--- src/hdl/imgproc_pkg.sv ---
package imgproc_pkg;

	////////////////////////////////////////
	// Frame geometry
	typedef logic [10:0] coord_t;

	localparam coord_t IMAGE_W = 11'd640;
	localparam coord_t IMAGE_H = 11'd480;

	////////////////////////////////////////
	// Detection thresholds
	localparam logic [7:0] RED_MARGIN       = 8'd30;  // Red over green and blue
	localparam logic [7:0] BLUE_GREEN_SLACK = 8'd20;  // Blue may trail green by this
	localparam logic [7:0] CONFIRM_RUN      = 8'd6;   // Current beat plus five before

	// Highlight and box colours
	localparam logic [23:0] COL_RED             = 24'hff0000;
	localparam logic [23:0] COL_BLUE            = 24'h0000ff;
	localparam logic [23:0] BOX_COL_RED_DEFAULT  = 24'hff0000;
	localparam logic [23:0] BOX_COL_BLUE_DEFAULT = 24'h0000ff;

	////////////////////////////////////////
	// Packets and registers
	localparam logic [3:0]  VIDEO_PACKET_TYPE = 4'h0;
	localparam logic [31:0] IMGPROC_ID        = 32'h1234EEE2;

	localparam logic [2:0] ADDR_STATUS   = 3'd0;
	localparam logic [2:0] ADDR_RED_LR   = 3'd1;
	localparam logic [2:0] ADDR_RED_TB   = 3'd2;
	localparam logic [2:0] ADDR_BLUE_LR  = 3'd3;
	localparam logic [2:0] ADDR_BLUE_TB  = 3'd4;
	localparam logic [2:0] ADDR_ID       = 3'd5;
	localparam logic [2:0] ADDR_COL_RED  = 3'd6;
	localparam logic [2:0] ADDR_COL_BLUE = 3'd7;

	// Pixel word, red in the top byte
	typedef struct packed {
		logic [7:0] red;
		logic [7:0] green;
		logic [7:0] blue;
	} rgb_t;

	// Start-of-packet word, type nibble at the bottom
	typedef struct packed {
		logic [19:0] reserved;
		logic [3:0]  packet_type;
	} descriptor_t;

	typedef union packed {
		rgb_t        rgb;
		descriptor_t desc;
	} pixel_word_u;

endpackage

--- src/hdl/box_if.sv ---
interface box_if;

	imgproc_pkg::coord_t left;
	imgproc_pkg::coord_t right;
	imgproc_pkg::coord_t top;
	imgproc_pkg::coord_t bottom;
	logic found;    // Colour seen in the last frame

	modport tracker (
		output left, right, top, bottom, found
	);

	modport user (
		input left, right, top, bottom, found
	);

endinterface

--- src/hdl/pixel_stream_if.sv ---
interface pixel_stream_if;

	imgproc_pkg::pixel_word_u data;
	logic valid;
	logic sop;    // Start of packet
	logic eop;    // End of packet
	logic ready;

	modport source (
		output data, valid, sop, eop,
		input  ready
	);

	modport sink (
		input  data, valid, sop, eop,
		output ready
	);

	// Watches the link without driving anything
	modport monitor (
		input data, valid, sop, eop, ready
	);

endinterface

--- src/hdl/box_tracker.sv ---
module box_tracker (
	input  logic                clk,
	input  logic                reset_n,
	input  logic                hit_i,        // Confirmed pixel of this colour
	input  logic                beat_i,
	input  logic                sop_i,
	input  imgproc_pkg::coord_t x_i,
	input  imgproc_pkg::coord_t y_i,
	input  logic                frame_end_i,
	box_if.tracker              box_o
);

	imgproc_pkg::coord_t run_left, run_right, run_top, run_bottom;
	imgproc_pkg::coord_t nxt_left, nxt_right, nxt_top, nxt_bottom;
	logic run_hit;
	logic nxt_hit;

	// Running bounds with the current beat folded in
	always_comb begin
		nxt_left   = run_left;
		nxt_right  = run_right;
		nxt_top    = run_top;
		nxt_bottom = run_bottom;
		nxt_hit    = run_hit;
		if (hit_i) begin
			if (x_i < run_left)  nxt_left  = x_i;
			if (x_i > run_right) nxt_right = x_i;
			if (y_i < run_top)   nxt_top   = y_i;
			nxt_bottom = y_i;    // Last hit is lowest so far
			nxt_hit    = 1'b1;
		end
	end

	always_ff @(posedge clk) begin
		if (beat_i) begin
			if (sop_i) begin
				run_left   <= imgproc_pkg::IMAGE_W - 11'd1;  // Far corner
				run_right  <= '0;
				run_top    <= imgproc_pkg::IMAGE_H - 11'd1;
				run_bottom <= '0;
			end else begin
				run_left   <= nxt_left;
				run_right  <= nxt_right;
				run_top    <= nxt_top;
				run_bottom <= nxt_bottom;
			end
		end
	end

	always_ff @(posedge clk) begin
		if (!reset_n) begin
			run_hit      <= 1'b0;
			box_o.left   <= '0;
			box_o.right  <= '0;
			box_o.top    <= '0;
			box_o.bottom <= '0;
			box_o.found  <= 1'b0;
		end else begin
			if (beat_i) begin
				run_hit <= sop_i ? 1'b0 : nxt_hit;
			end
			////////////////////////////////////////
			// Latch for the overlay of the next frame
			if (frame_end_i) begin
				box_o.left   <= nxt_left;
				box_o.right  <= nxt_right;
				box_o.top    <= nxt_top;
				box_o.bottom <= nxt_bottom;
				box_o.found  <= nxt_hit;
			end
		end
	end

endmodule

--- src/hdl/colour_classifier.sv ---
module colour_classifier (
	input  logic            clk,
	input  logic            reset_n,
	pixel_stream_if.monitor pix_i,
	output logic            red_confirm_o,
	output logic            blue_confirm_o
);

	imgproc_pkg::rgb_t px;
	logic accept;
	logic red_det;
	logic blue_det;

	// Previous detects of the packet, newest in bit 0
	logic [imgproc_pkg::CONFIRM_RUN-2:0] red_hist;
	logic [imgproc_pkg::CONFIRM_RUN-2:0] blue_hist;

	assign px     = pix_i.data.rgb;
	assign accept = pix_i.valid && pix_i.ready;

	////////////////////////////////////////
	// Per-pixel rules, nine bits so sums cannot wrap
	assign red_det = ({1'b0, px.red} > {1'b0, px.green} + {1'b0, imgproc_pkg::RED_MARGIN})
		&& ({1'b0, px.red} > {1'b0, px.blue} + {1'b0, imgproc_pkg::RED_MARGIN});

	// Same as blue > green - slack, without the underflow
	assign blue_det =
		({1'b0, px.blue} + {1'b0, imgproc_pkg::BLUE_GREEN_SLACK} > {1'b0, px.green})
		&& (px.blue > px.red);

	////////////////////////////////////////
	// Run-length confirmation
	assign red_confirm_o  = red_det && (&red_hist);
	assign blue_confirm_o = blue_det && (&blue_hist);

	always_ff @(posedge clk) begin
		if (!reset_n) begin
			red_hist  <= '0;
			blue_hist <= '0;
		end else if (accept) begin
			if (pix_i.sop) begin
				// Fresh packet, no runs carried over
				red_hist  <= '0;
				blue_hist <= '0;
			end else begin
				red_hist  <= {red_hist[imgproc_pkg::CONFIRM_RUN-3:0], red_det};
				blue_hist <= {blue_hist[imgproc_pkg::CONFIRM_RUN-3:0], blue_det};
			end
		end
	end

endmodule

--- src/hdl/csr_slave.sv ---
module csr_slave (
	input  logic        clk,
	input  logic        reset_n,
	input  logic        s_chipselect_i,
	input  logic        s_read_i,
	input  logic        s_write_i,
	input  logic [2:0]  s_address_i,
	input  logic [31:0] s_writedata_i,
	output logic [31:0] s_readdata_o,
	input  logic [7:0]  frame_count_i,
	box_if.user         red_box_i,
	box_if.user         blue_box_i,
	output logic [23:0] box_col_red_o,
	output logic [23:0] box_col_blue_o
);

	////////////////////////////////////////
	// Writable box colours
	always_ff @(posedge clk) begin
		if (!reset_n) begin
			box_col_red_o  <= imgproc_pkg::BOX_COL_RED_DEFAULT;
			box_col_blue_o <= imgproc_pkg::BOX_COL_BLUE_DEFAULT;
		end else if (s_chipselect_i && s_write_i) begin
			if (s_address_i == imgproc_pkg::ADDR_COL_RED)
				box_col_red_o <= s_writedata_i[23:0];
			if (s_address_i == imgproc_pkg::ADDR_COL_BLUE)
				box_col_blue_o <= s_writedata_i[23:0];
		end
	end

	// Read data lands one cycle after the strobe
	always_ff @(posedge clk) begin
		if (!reset_n) begin
			s_readdata_o <= '0;
		end else if (s_chipselect_i && s_read_i) begin
			case (s_address_i)
				imgproc_pkg::ADDR_STATUS:
					s_readdata_o <= {16'h0, frame_count_i, 6'h0,
						blue_box_i.found, red_box_i.found};
				imgproc_pkg::ADDR_RED_LR:
					s_readdata_o <= {5'h0, red_box_i.left, 5'h0, red_box_i.right};
				imgproc_pkg::ADDR_RED_TB:
					s_readdata_o <= {5'h0, red_box_i.top, 5'h0, red_box_i.bottom};
				imgproc_pkg::ADDR_BLUE_LR:
					s_readdata_o <= {5'h0, blue_box_i.left, 5'h0, blue_box_i.right};
				imgproc_pkg::ADDR_BLUE_TB:
					s_readdata_o <= {5'h0, blue_box_i.top, 5'h0, blue_box_i.bottom};
				imgproc_pkg::ADDR_ID:
					s_readdata_o <= imgproc_pkg::IMGPROC_ID;
				imgproc_pkg::ADDR_COL_RED:
					s_readdata_o <= {8'h0, box_col_red_o};
				default:
					s_readdata_o <= {8'h0, box_col_blue_o};  // ADDR_COL_BLUE
			endcase
		end
	end

endmodule

--- src/hdl/eee_imgproc.sv ---
module eee_imgproc (
	input  logic        clk,
	input  logic        reset_n,
	// Pixel stream in
	input  logic [23:0] sink_data_i,
	input  logic        sink_valid_i,
	input  logic        sink_sop_i,
	input  logic        sink_eop_i,
	output logic        sink_ready_o,
	// Pixel stream out
	output logic [23:0] source_data_o,
	output logic        source_valid_o,
	output logic        source_sop_o,
	output logic        source_eop_o,
	input  logic        source_ready_i,
	input  logic        mode_i,           // High enables the overlay
	// Register slave
	input  logic        s_chipselect_i,
	input  logic        s_read_i,
	input  logic        s_write_i,
	input  logic [2:0]  s_address_i,
	input  logic [31:0] s_writedata_i,
	output logic [31:0] s_readdata_o
);

	pixel_stream_if ext_in ();
	pixel_stream_if pix_in ();
	pixel_stream_if pix_out ();
	pixel_stream_if ext_out ();
	box_if red_box ();
	box_if blue_box ();

	imgproc_pkg::coord_t x, y;
	imgproc_pkg::pixel_word_u mix_data;
	logic video, frame_end, beat;
	logic red_confirm, blue_confirm;
	logic [7:0] frame_count;
	logic [23:0] box_col_red, box_col_blue;

	////////////////////////////////////////
	// Stream edges and the path between the registers
	assign ext_in.data    = sink_data_i;
	assign ext_in.valid   = sink_valid_i;
	assign ext_in.sop     = sink_sop_i;
	assign ext_in.eop     = sink_eop_i;
	assign sink_ready_o   = ext_in.ready;
	assign source_data_o  = ext_out.data;
	assign source_valid_o = ext_out.valid;
	assign source_sop_o   = ext_out.sop;
	assign source_eop_o   = ext_out.eop;
	assign ext_out.ready  = source_ready_i;

	assign pix_out.data  = mix_data;
	assign pix_out.valid = pix_in.valid;
	assign pix_out.sop   = pix_in.sop;
	assign pix_out.eop   = pix_in.eop;
	assign pix_in.ready  = pix_out.ready;
	assign beat          = pix_in.valid && pix_in.ready;  // Beat moving between registers

	stream_reg u_in_reg (.clk(clk), .reset_n(reset_n), .up_i(ext_in), .dn_o(pix_in));
	stream_reg u_out_reg (.clk(clk), .reset_n(reset_n), .up_i(pix_out), .dn_o(ext_out));

	frame_position u_frame_position (
		.clk(clk), .reset_n(reset_n), .pix_i(pix_in), .x_o(x), .y_o(y),
		.video_o(video), .frame_end_o(frame_end), .frame_count_o(frame_count)
	);

	colour_classifier u_colour_classifier (
		.clk(clk), .reset_n(reset_n), .pix_i(pix_in),
		.red_confirm_o(red_confirm), .blue_confirm_o(blue_confirm)
	);

	box_tracker u_red_box (
		.clk(clk), .reset_n(reset_n), .hit_i(red_confirm), .beat_i(beat),
		.sop_i(pix_in.sop), .x_i(x), .y_i(y), .frame_end_i(frame_end), .box_o(red_box)
	);

	box_tracker u_blue_box (
		.clk(clk), .reset_n(reset_n), .hit_i(blue_confirm), .beat_i(beat),
		.sop_i(pix_in.sop), .x_i(x), .y_i(y), .frame_end_i(frame_end), .box_o(blue_box)
	);

	overlay_mixer u_overlay_mixer (
		.pix_i(pix_in), .mode_i(mode_i), .video_i(video), .x_i(x), .y_i(y),
		.red_confirm_i(red_confirm), .blue_confirm_i(blue_confirm),
		.red_box_i(red_box), .blue_box_i(blue_box),
		.box_col_red_i(box_col_red), .box_col_blue_i(box_col_blue), .data_o(mix_data)
	);

	csr_slave u_csr_slave (
		.clk(clk), .reset_n(reset_n),
		.s_chipselect_i(s_chipselect_i), .s_read_i(s_read_i), .s_write_i(s_write_i),
		.s_address_i(s_address_i), .s_writedata_i(s_writedata_i),
		.s_readdata_o(s_readdata_o), .frame_count_i(frame_count),
		.red_box_i(red_box), .blue_box_i(blue_box),
		.box_col_red_o(box_col_red), .box_col_blue_o(box_col_blue)
	);

endmodule

--- src/hdl/frame_position.sv ---
module frame_position (
	input  logic                 clk,
	input  logic                 reset_n,
	pixel_stream_if.monitor      pix_i,
	output imgproc_pkg::coord_t  x_o,
	output imgproc_pkg::coord_t  y_o,
	output logic                 video_o,
	output logic                 frame_end_o,
	output logic [7:0]           frame_count_o
);

	logic accept;

	assign accept = pix_i.valid && pix_i.ready;

	// Last beat of a video packet closes the frame
	assign frame_end_o = accept && pix_i.eop && !pix_i.sop && video_o;

	always_ff @(posedge clk) begin
		if (!reset_n) begin
			x_o     <= '0;
			y_o     <= '0;
			video_o <= 1'b0;
		end else if (accept) begin
			if (pix_i.sop) begin
				x_o     <= '0;
				y_o     <= '0;
				video_o <= (pix_i.data.desc.packet_type == imgproc_pkg::VIDEO_PACKET_TYPE);
			end else if (x_o == imgproc_pkg::IMAGE_W - 11'd1) begin
				x_o <= '0;              // Wrap to next line
				y_o <= y_o + 11'd1;
			end else begin
				x_o <= x_o + 11'd1;
			end
		end
	end

	always_ff @(posedge clk) begin
		if (!reset_n) begin
			frame_count_o <= '0;
		end else if (frame_end_o) begin
			frame_count_o <= frame_count_o + 8'd1;  // Wraps at 256
		end
	end

endmodule

--- src/hdl/overlay_mixer.sv ---
module overlay_mixer (
	pixel_stream_if.monitor          pix_i,
	input  logic                     mode_i,
	input  logic                     video_i,
	input  imgproc_pkg::coord_t      x_i,
	input  imgproc_pkg::coord_t      y_i,
	input  logic                     red_confirm_i,
	input  logic                     blue_confirm_i,
	box_if.user                      red_box_i,
	box_if.user                      blue_box_i,
	input  logic [23:0]              box_col_red_i,
	input  logic [23:0]              box_col_blue_i,
	output imgproc_pkg::pixel_word_u data_o
);

	imgproc_pkg::rgb_t px;
	logic [7:0] grey;
	logic red_edge;
	logic blue_edge;

	assign px   = pix_i.data.rgb;
	assign grey = px.green[7:1] + px.red[7:2] + px.blue[7:2];  // g/2 + r/4 + b/4

	// On any side of a box found last frame
	assign red_edge = red_box_i.found
		&& ((x_i == red_box_i.left) || (x_i == red_box_i.right)
		|| (y_i == red_box_i.top) || (y_i == red_box_i.bottom));
	assign blue_edge = blue_box_i.found
		&& ((x_i == blue_box_i.left) || (x_i == blue_box_i.right)
		|| (y_i == blue_box_i.top) || (y_i == blue_box_i.bottom));

	always_comb begin
		data_o = pix_i.data;  // Descriptor and non-video data untouched
		if (mode_i && video_i && !pix_i.sop) begin
			if (red_edge)            data_o.rgb = box_col_red_i;
			else if (blue_edge)      data_o.rgb = box_col_blue_i;
			else if (red_confirm_i)  data_o.rgb = imgproc_pkg::COL_RED;
			else if (blue_confirm_i) data_o.rgb = imgproc_pkg::COL_BLUE;
			else                     data_o.rgb = {grey, grey, grey};
		end
	end

endmodule

--- src/hdl/stream_reg.sv ---
module stream_reg (
	input  logic           clk,
	input  logic           reset_n,
	pixel_stream_if.sink   up_i,
	pixel_stream_if.source dn_o
);

	logic load;

	// Slot is free when empty or being drained this cycle
	assign load       = dn_o.ready || !dn_o.valid;
	assign up_i.ready = load;

	always_ff @(posedge clk) begin
		if (!reset_n) begin
			dn_o.valid <= 1'b0;
		end else if (load) begin
			dn_o.valid <= up_i.valid;
		end
	end

	// Payload only moves with a real beat
	always_ff @(posedge clk) begin
		if (load && up_i.valid) begin
			dn_o.data <= up_i.data;
			dn_o.sop  <= up_i.sop;
			dn_o.eop  <= up_i.eop;
		end
	end

endmodule

--- config.mk ---
export PLATFORM = sky130hd
export DESIGN_NAME = eee_imgproc
export DESIGN_NICKNAME = d
export VERILOG_FILES = /design/src/hdl/imgproc_pkg.sv /design/src/hdl/box_if.sv /design/src/hdl/pixel_stream_if.sv /design/src/hdl/box_tracker.sv /design/src/hdl/colour_classifier.sv /design/src/hdl/csr_slave.sv /design/src/hdl/eee_imgproc.sv /design/src/hdl/frame_position.sv /design/src/hdl/overlay_mixer.sv /design/src/hdl/stream_reg.sv
export SDC_FILE = /design/constraint.sdc
export NUM_CORES = 1
export LEC_CHECK = 0
export BUFFER_PORTS_ARGS = -buffer_cell sky130_fd_sc_hd__buf_2
export CAP_MARGIN = 20
export CORE_AREA = 2 2 266 268
export CTS_BUF_LIST = sky130_fd_sc_hd__clkbuf_8
export DETAILED_ROUTE_END_ITERATION = 12
export DIE_AREA = 0 0 268 270
export GPL_TIMING_DRIVEN = 0
export PLACE_DENSITY = 0.41
export SLEW_MARGIN = 10
export SYNTH_ARGS = -nofsm -noshare
export SYNTH_HDL_FRONTEND = slang
export SYNTH_HIERARCHICAL = 1
export SYNTH_SLANG_ARGS = --single-unit
--- constraint.sdc ---
create_clock -name clk -period 9.4 [get_ports clk]
set_input_delay 2.35 -clock clk [delete_from_list [all_inputs] [get_ports clk]]
set_output_delay 2.35 -clock clk [all_outputs]
set_load 0.05 [all_outputs]
==> key figures, run 1 <==
Outcome
  • Status: finished, final reports clean

Critical path
  • Crit path largest cell delay: 0.28 ns
  • Setup crit start kind: input pin
  • Crit end category: output port
  • Crit path max-delay cell type: buf_2
  • Critical path depth: 4
  • WP data arrival: 3.10 ns
  • Critical path class: in2out
  • R2R cell count: 18
  • CP cell instances: buf_2 > nand2b_4 > nand2b_4 > buf_2
  • Top delay family on crit path: simple AND/OR/NAND/NOR gates
  • Worst path bufs/invs: 2
  • WP data required: slightly above 7 ns
  • Worst-path maximum fanout: 10

GRT
  • First-pass GRT wire length: 121.2 mm
  • Largest net degree at the start of global routing: 39
  • Vias in the first global route: 17790
  • GRT overflow: 0
  • Initial antenna violation count: 5
  • Gr usage total: 22.78%

Route
  • Vias per Instance: 5.343
  • Via count: about 18000
  • ANT nets after route: 0
  • DRC viols: 0
  • Detailed Routing Iterations Pass 1: 6
  • DR WL/cell: 24.46 µm
  • Post-Route WL: about 84 mm
  • DR iter-0 viols: ~1300

CTS
  • CTS resizes: 0
  • Skew-Pair Late Insertion Delay: between 0.6 and 0.7 ns
  • Longest Clk Path Bufs: 3
  • Post-CTS Setup Repair Bufs: 0
  • Root Driver: clkbuf_8
  • Total CTS buffers: between 70 and 80
  • Worst-path clk slew: roughly 0.060 ns
  • CTS tree: built
  • Hold buffers post-CTS: 0
  • Num Clock Sinks: 351
  • # H-tree levels: 3

STA
  • Slew @ Worst Pin: 1.184 ns
  • Final period util: 57.98%
  • Crit path time final: 5.450 ns
  • Endpoints failing setup: 0
  • Hold Fails Final Rpt: 0
  • RSZ-0062 raised after global routing: no
  • Slew headroom: 20.93%
  • Setup WS post-layout: around 3.9 ns
  • Setup tns final: 0 ns
  • Max Fclk: 183.5 MHz
  • Pins over their slew limit: 0
  • Worst Skew: 0.03591 ns

Yosys
  • Mapped Area: 0.02061 mm²
  • Register area share after synthesis: 40.90%
  • Number of synthesized register bits: 351
  • Syn_area_per_cell: about 9.3 µm²
  • EDFF count, synth: 140
  • Yosys warnings: 6
  • Fraction of registers with async set/reset: 0%
  • Post-synth cell types: 89
  • Synth Flop Type: dfxtp_1
  • Synthesized instance count: 2221

Floorplan
  • Die height: 270 µm
  • Core Footprint: 0.06954 mm²
  • FP Rows: 97
  • Boundary Pins: 129
  • Die area: between 0.07 and 0.08 mm²
  • Starting Density: between 20% and 30%
  • Die W: between 200 and 300 µm

Layout
  • Most frequent cells in the layout: nand2_1 (233), dfxtp_1 (211), buf_2 (161)
  • Layout Utilization: 34.42%
  • Area grow syn2layout: 16.15%
  • Area of the multi-input gates: 0.01095 mm²
  • Sequential standard cell area: 0.008428 mm²
  • Fillers: 7213
  • Share of cells above drive strength 1: 14.99%
  • Commonest non-fill, non-tap cell in the layout: nand2_1
  • Final nets: roughly 2600

Placed design
  • Place WS: 3.420 ns
  • DP Wirelength: 63.92 mm
  • Port bufs: 116
  • Placer's final routability congestion estimate: 0.9416

Hold path
  • Worst hold-check path type: reg2reg
  • WHS Path Cells: 2

Pwr
  • PwrDens: 155.9 mW/mm²
  • VDD IR max: 0.0001103 V
  • Leakage power: between 9 and 10 nW

Run
  • Maxcap violations: 0
[worst register-to-register path, delay by kind of cell, from the launching register on]
family,cells,cell delay [ns]
and+or+nand+nor,5,1.05
buffers and inverters,3,1.00
AOI/OAI and AO/OA,6,1.00
adders and majority gates,2,0.57
DFF,1,0.57
muxes,1,0.43
xor gates and xnor gates,1,0.10
[metrics by stage]
stage          area [µm²]  hold slack, ns  total power, mW  cells
3_5_place_dp        22450          0.4558            2.101   3284
6_report            23940          0.4672            3.732   3417
5_1_grt             23930          0.5052            3.891   3416
3_3_place_gp        22380          0.4507            2.100   3280
2_1_floorplan       20620          0.4268            1.950   2224
4_1_cts             23930          0.4690            3.790   3415
[sequential cells by signal (all words and copies together), names as in the netlist, 24 cells and up]
register / cells
u_csr_slave/s_readdata_o: 28
u_csr_slave/box_col_blue_o: 24
u_csr_slave/box_col_red_o: 24
u_in_reg/dn_o.data: 24
u_out_reg/dn_o.data: 24
[where the power goes]
group,switching (mW),internal (mW),total (mW)
combinational,0.268,0.140,0.407
sequential,0.0428,1.62,1.67
clock,0.740,0.920,1.66
[cells in the mapped netlist (12+ instances only)]
cell type	count	area [µm²]
dfxtp_1	211	4224
nand4_1	63	394.1
nand2_1	233	874.6
nand3b_1	29	217.7
clkbuf_1	79	296.5
a21boi_0	18	135.1
buf_4	25	187.7
ha_1	108	1351
edfxtp_1	140	4204
xnor2_1	111	972.2
a21oi_1	142	710.7
mux2i_1	64	640.6
a21o_1	14	105.1
a31oi_1	21	131.4
o21ai_0	125	625.6
a211oi_1	13	97.59
nor2b_1	24	150.1
o21ai_1	17	85.08
o211a_1	23	230.2
o211ai_1	67	503.0
buf_2	45	225.2
o311a_1	22	220.2
or3_1	35	219.0
nor2_1	103	386.6
nor3_1	21	105.1
a21boi_1	15	112.6
nand3_1	84	420.4
o221ai_1	12	105.1
inv_1	99	371.6
a221oi_1	25	219.0
[layer usage]
layer | track usage [%] | vias to the layer above | wire length, µm
li1 | - | 8562 | -
met1 | 30.88 | 8937 | 37670
met2 | 36.66 | 597 | 38610
met3 | 3.693 | 157 | 4570
met4 | 7.615 | 4 | 2718
met5 | 0 | - | 28
[layout make-up]
cell class              instances  area share, %
flip-flops and latches        351          35.21
repair buffers                120          2.718
clock inverters                41          1.009
well taps                     940          4.914
diodes                          2        0.02091
inverters                     101          1.584
plain buffers                 169          3.602
multi-input cells            1603          45.77
clock buffers                  90          5.175
[cells by family (layout without fill, tap and decap cells)]
kind of cell	after synthesis	in the layout	synth area share [%]
AO/OA/AOI/OAI	605	605	20.08
XOR/XNOR	117	117	4.973
adder cells (fa/ha/maj)	115	115	7.237
buffers and inverters	270	521	6.023
flip-flops	351	351	40.90
multiplexers	76	76	3.819
other	1	6	0.01820
AND/OR/NAND/NOR	686	686	16.95
[path summary, 6_finish.rpt]
path,from,end,slack [ns]
setup / recovery,source_ready_i,sink_ready_o,3.95
hold / removal,u_blue_box/run_hit$_SDFFE_PN0P_,u_blue_box/run_hit$_SDFFE_PN0P_,0.47
hold reg to reg,u_blue_box/run_hit$_SDFFE_PN0P_,u_blue_box/run_hit$_SDFFE_PN0P_,0.47
setup reg to reg,u_in_reg/dn_o.data[2]$_DFFE_PP_,u_red_box/run_top[7]$_SDFFCE_PP1P_,4.42
No activity file was read; power rests on OpenSTA's default activity.
==> run 2: changes to the inputs <==
--- a/config.mk
+++ b/config.mk
@@ -12,7 +12,7 @@
 export DETAILED_ROUTE_END_ITERATION = 12
 export DIE_AREA = 0 0 268 270
 export GPL_TIMING_DRIVEN = 0
-export PLACE_DENSITY = 0.41
+export PLACE_DENSITY = 0.42
 export SLEW_MARGIN = 10
 export SYNTH_ARGS = -nofsm -noshare
 export SYNTH_HDL_FRONTEND = slang
==> constraint.sdc (replaced) <==
create_clock -name clk -period 4.65 [get_ports clk]
set_input_delay 1.1625 -clock clk [delete_from_list [all_inputs] [get_ports clk]]
set_output_delay 1.1625 -clock clk [all_outputs]
set_load 0.05 [all_outputs]
==> key figures, run 2 (synthesis results as in run 1) <==
Outcome
  • Status: finished, final reports clean

Pwr
  • Tot Pwr: around 7.4 mW
  • Seq pwr share: 45.6%
  • Leakage power: 9.368 nW
  • Psw: 2.106 mW
  • PwrDens: 309.3 mW/mm²
  • Sw Ratio: approximately 29%
  • Clock Power Share: 43.1%
  • VDD IR max: around 0.00026 V
  • Internal power: 5.276 mW
  • Logic pwr share: 11.3%

CTS
  • Worst-path clk slew: 0.06 ns
  • Total CTS buffers: 69
  • Num Clock Sinks: 351
  • Root Driver: clkbuf_8
  • Longest Clk Path Bufs: 3
  • CTS tree: built
  • Skew-Pair Late Insertion Delay: 0.67 ns
  • # H-tree levels: 3

Layout
  • Share of cells above drive strength 1: 14.56%
  • Final nets: between 2000 and 3000
  • Largest Register: u_csr_slave/s_readdata_o
  • Layout Utilization: 34.32%
  • Commonest non-fill, non-tap cell in the layout: nand2_1
  • Area grow syn2layout: 15.80%
  • Largest register FFs: 28
  • Most frequent cells in the layout: nand2_1 (233), dfxtp_1 (211), buf_2 (159)
  • Non-Filler Instances: 3415

Route
  • DR WL/cell: about 25 µm
  • Detailed Routing Iterations Pass 1: 6
  • Post-Route WL: 83.99 mm
  • Via count: between 15000 and 20000
  • Vias per Instance: 5.369
  • ANT nets after route: 0
  • DRC viols: 0
  • DR iter-0 viols: 1333

Critical path
  • Critical path class: reg2reg
  • Worst path bufs/invs: 3
  • Flop2flop setup slack: 0.36 ns
  • Worst-path maximum fanout: 10
  • Crit path max-delay cell type: edfxtp_1
  • WP data arrival: 4.68 ns
  • R2R cell count: 17
  • Crit end category: flip-flop
  • RR Endpoint: u_red_box/run_top[7]$_SDFFCE_PP1P_
  • Top delay family on crit path: simple AND/OR/NAND/NOR gates
  • Worst setup path start: u_in_reg/dn_o.data[9]$_DFFE_PP_
  • WP data required: 5.03 ns
  • Critical R2R Launch: u_in_reg/dn_o.data[9]$_DFFE_PP_
  • Crit path largest cell delay: 0.56 ns
  • CP cell instances: inv_1 > ha_1 > nand3_1 > nand3_1 > xnor2_1 > ha_1 > nand2_1 > o32ai_1 > nor2_1 > o211ai_1 > nor4_4 > buf_4 > nand4b_1 > a31oi_1 > buf_4 > mux2i_1 > nand2_1
  • Setup crit start kind: flip-flop

STA
  • RSZ-0062 raised after global routing: no
  • Crit path time final: 4.293 ns
  • Hold Fails Final Rpt: 0
  • Final period util: 92.33%
  • WHS: 0.4726 ns
  • Worst Skew: 0.02678 ns
  • Max Fclk: 232.9 MHz
  • Pins over their slew limit: 0
  • Slew @ Worst Pin: 1.179 ns
  • Slew headroom: 21.27%
  • Endpoints failing setup: 0

Hold path
  • HP Start: u_blue_box/run_hit$_SDFFE_PN0P_
  • Worst hold-check path type: reg2reg
  • Hold path endpoint: u_blue_box/run_hit$_SDFFE_PN0P_
  • WHS Path Cells: 2

Floorplan
  • Die height: 270 µm
  • Core Footprint: around 0.070 mm²
  • FP Rows: 97
  • Die area: 0.07236 mm²
  • Die W: 268 µm
  • Boundary Pins: 129
  • Starting Density: between 20 and 30%

Placed design
  • Inst Count DP: 3284
  • DP Wirelength: 63.97 mm
  • Placer's final routability congestion estimate: 0.9340
  • Port bufs: approximately 120

GRT
  • Gr usage total: ~23%
  • Initial antenna violation count: 3
  • GRT overflow: 0
  • First-pass GRT wire length: between 100 and 150 mm
  • Largest net degree at the start of global routing: between 50 and 60
  • Vias in the first global route: 18250

Run
  • Maxcap violations: 0
-- run 2: cell types whose count changed in the layout (fill, tap and decap cells not counted), sizes merged --
cell,delta
clkinv,-2
diode,+1
bufinv,+2
clkbuf,-14
buf,+2
clkinvlp,+2
inv,+7
-- run 2: area by class of cell --
cell class | count | area, µm²
clock inverters | 50 | 329.1
inverters | 101 | 379.1
plain buffers | 169 | 867.1
clock buffers | 75 | 1032
repair buffers | 123 | 675.6
well taps | 940 | 1176
flip-flops and latches | 351 | 8428
multi-input cells | 1603 | 10970
diodes | 3 | 7.507
fillers | 7303 | 45680
-- run 2: worst reg2reg max path: cells and delay by family (launching register included) --
kind	cells	cell delay [ns]
and+or+nand+nor	7	1.01
buffers and inverters	3	0.79
DFF	1	0.56
adders and majority gates	2	0.56
AOI/OAI and AO/OA	3	0.56
muxes	1	0.38
xor gates and xnor gates	1	0.16
-- run 2: how the worst max path moves through the flow --
stage                                              to  cells past startpoint
4_1_cts            u_red_box/run_top[7]$_SDFFCE_PP1P_                     18
3_5_place_dp       u_red_box/run_top[7]$_SDFFCE_PP1P_                     18
3_3_place_gp     u_red_box/run_right[6]$_SDFFCE_PP0P_                      3
5_1_grt            u_red_box/run_top[7]$_SDFFCE_PP1P_                     17
6_report           u_red_box/run_top[7]$_SDFFCE_PP1P_                     17
2_1_floorplan  u_blue_box/run_bottom[0]$_SDFFCE_PP0P_                      2
-- run 2: what timing repair did --
action,4_1_cts,5_1_grt
endpoints found under the setup margin,63,57
buffers inserted,0,3
pin swaps,1,1
hold buffers,0,0
gates resized for setup,2,2
-- run 2: per-stage QoR --
stage | worst slack [ns] | TNS, ns | cell area (µm²)
finish | 0.3566 | 0 | 23860
global route | 0.01584 | 0 | 23860
CTS | 0.004851 | 0 | 23830
detailed placement | -0.2842 | -5.970 | 22450
global placement | -0.8902 | -103.39 | 22380
floorplan | 0.7489 | 0 | 20620
-- run 2: layer usage --
metal / up-vias / part of all wire (%) / GRT usage, %
li1: 8560 / - / -
met1: 9066 / 46 / 30.71
met2: 572 / 47 / 37.71
met3: 136 / 4.7 / 3.428
met4: 2 / 2.9 / 7.218
met5: - / 0.019 / 0
-- run 2: power by group through the flow --
stage / logic (mW) / clock network (mW) / registers [mW]
floorplan: 0.473 / 0 / 3.47
global placement: 0.808 / 0 / 3.44
detailed placement: 0.818 / 0 / 3.43
CTS: 0.823 / 3.28 / 3.37
global route: 0.903 / 3.42 / 3.37
finish: 0.832 / 3.18 / 3.37
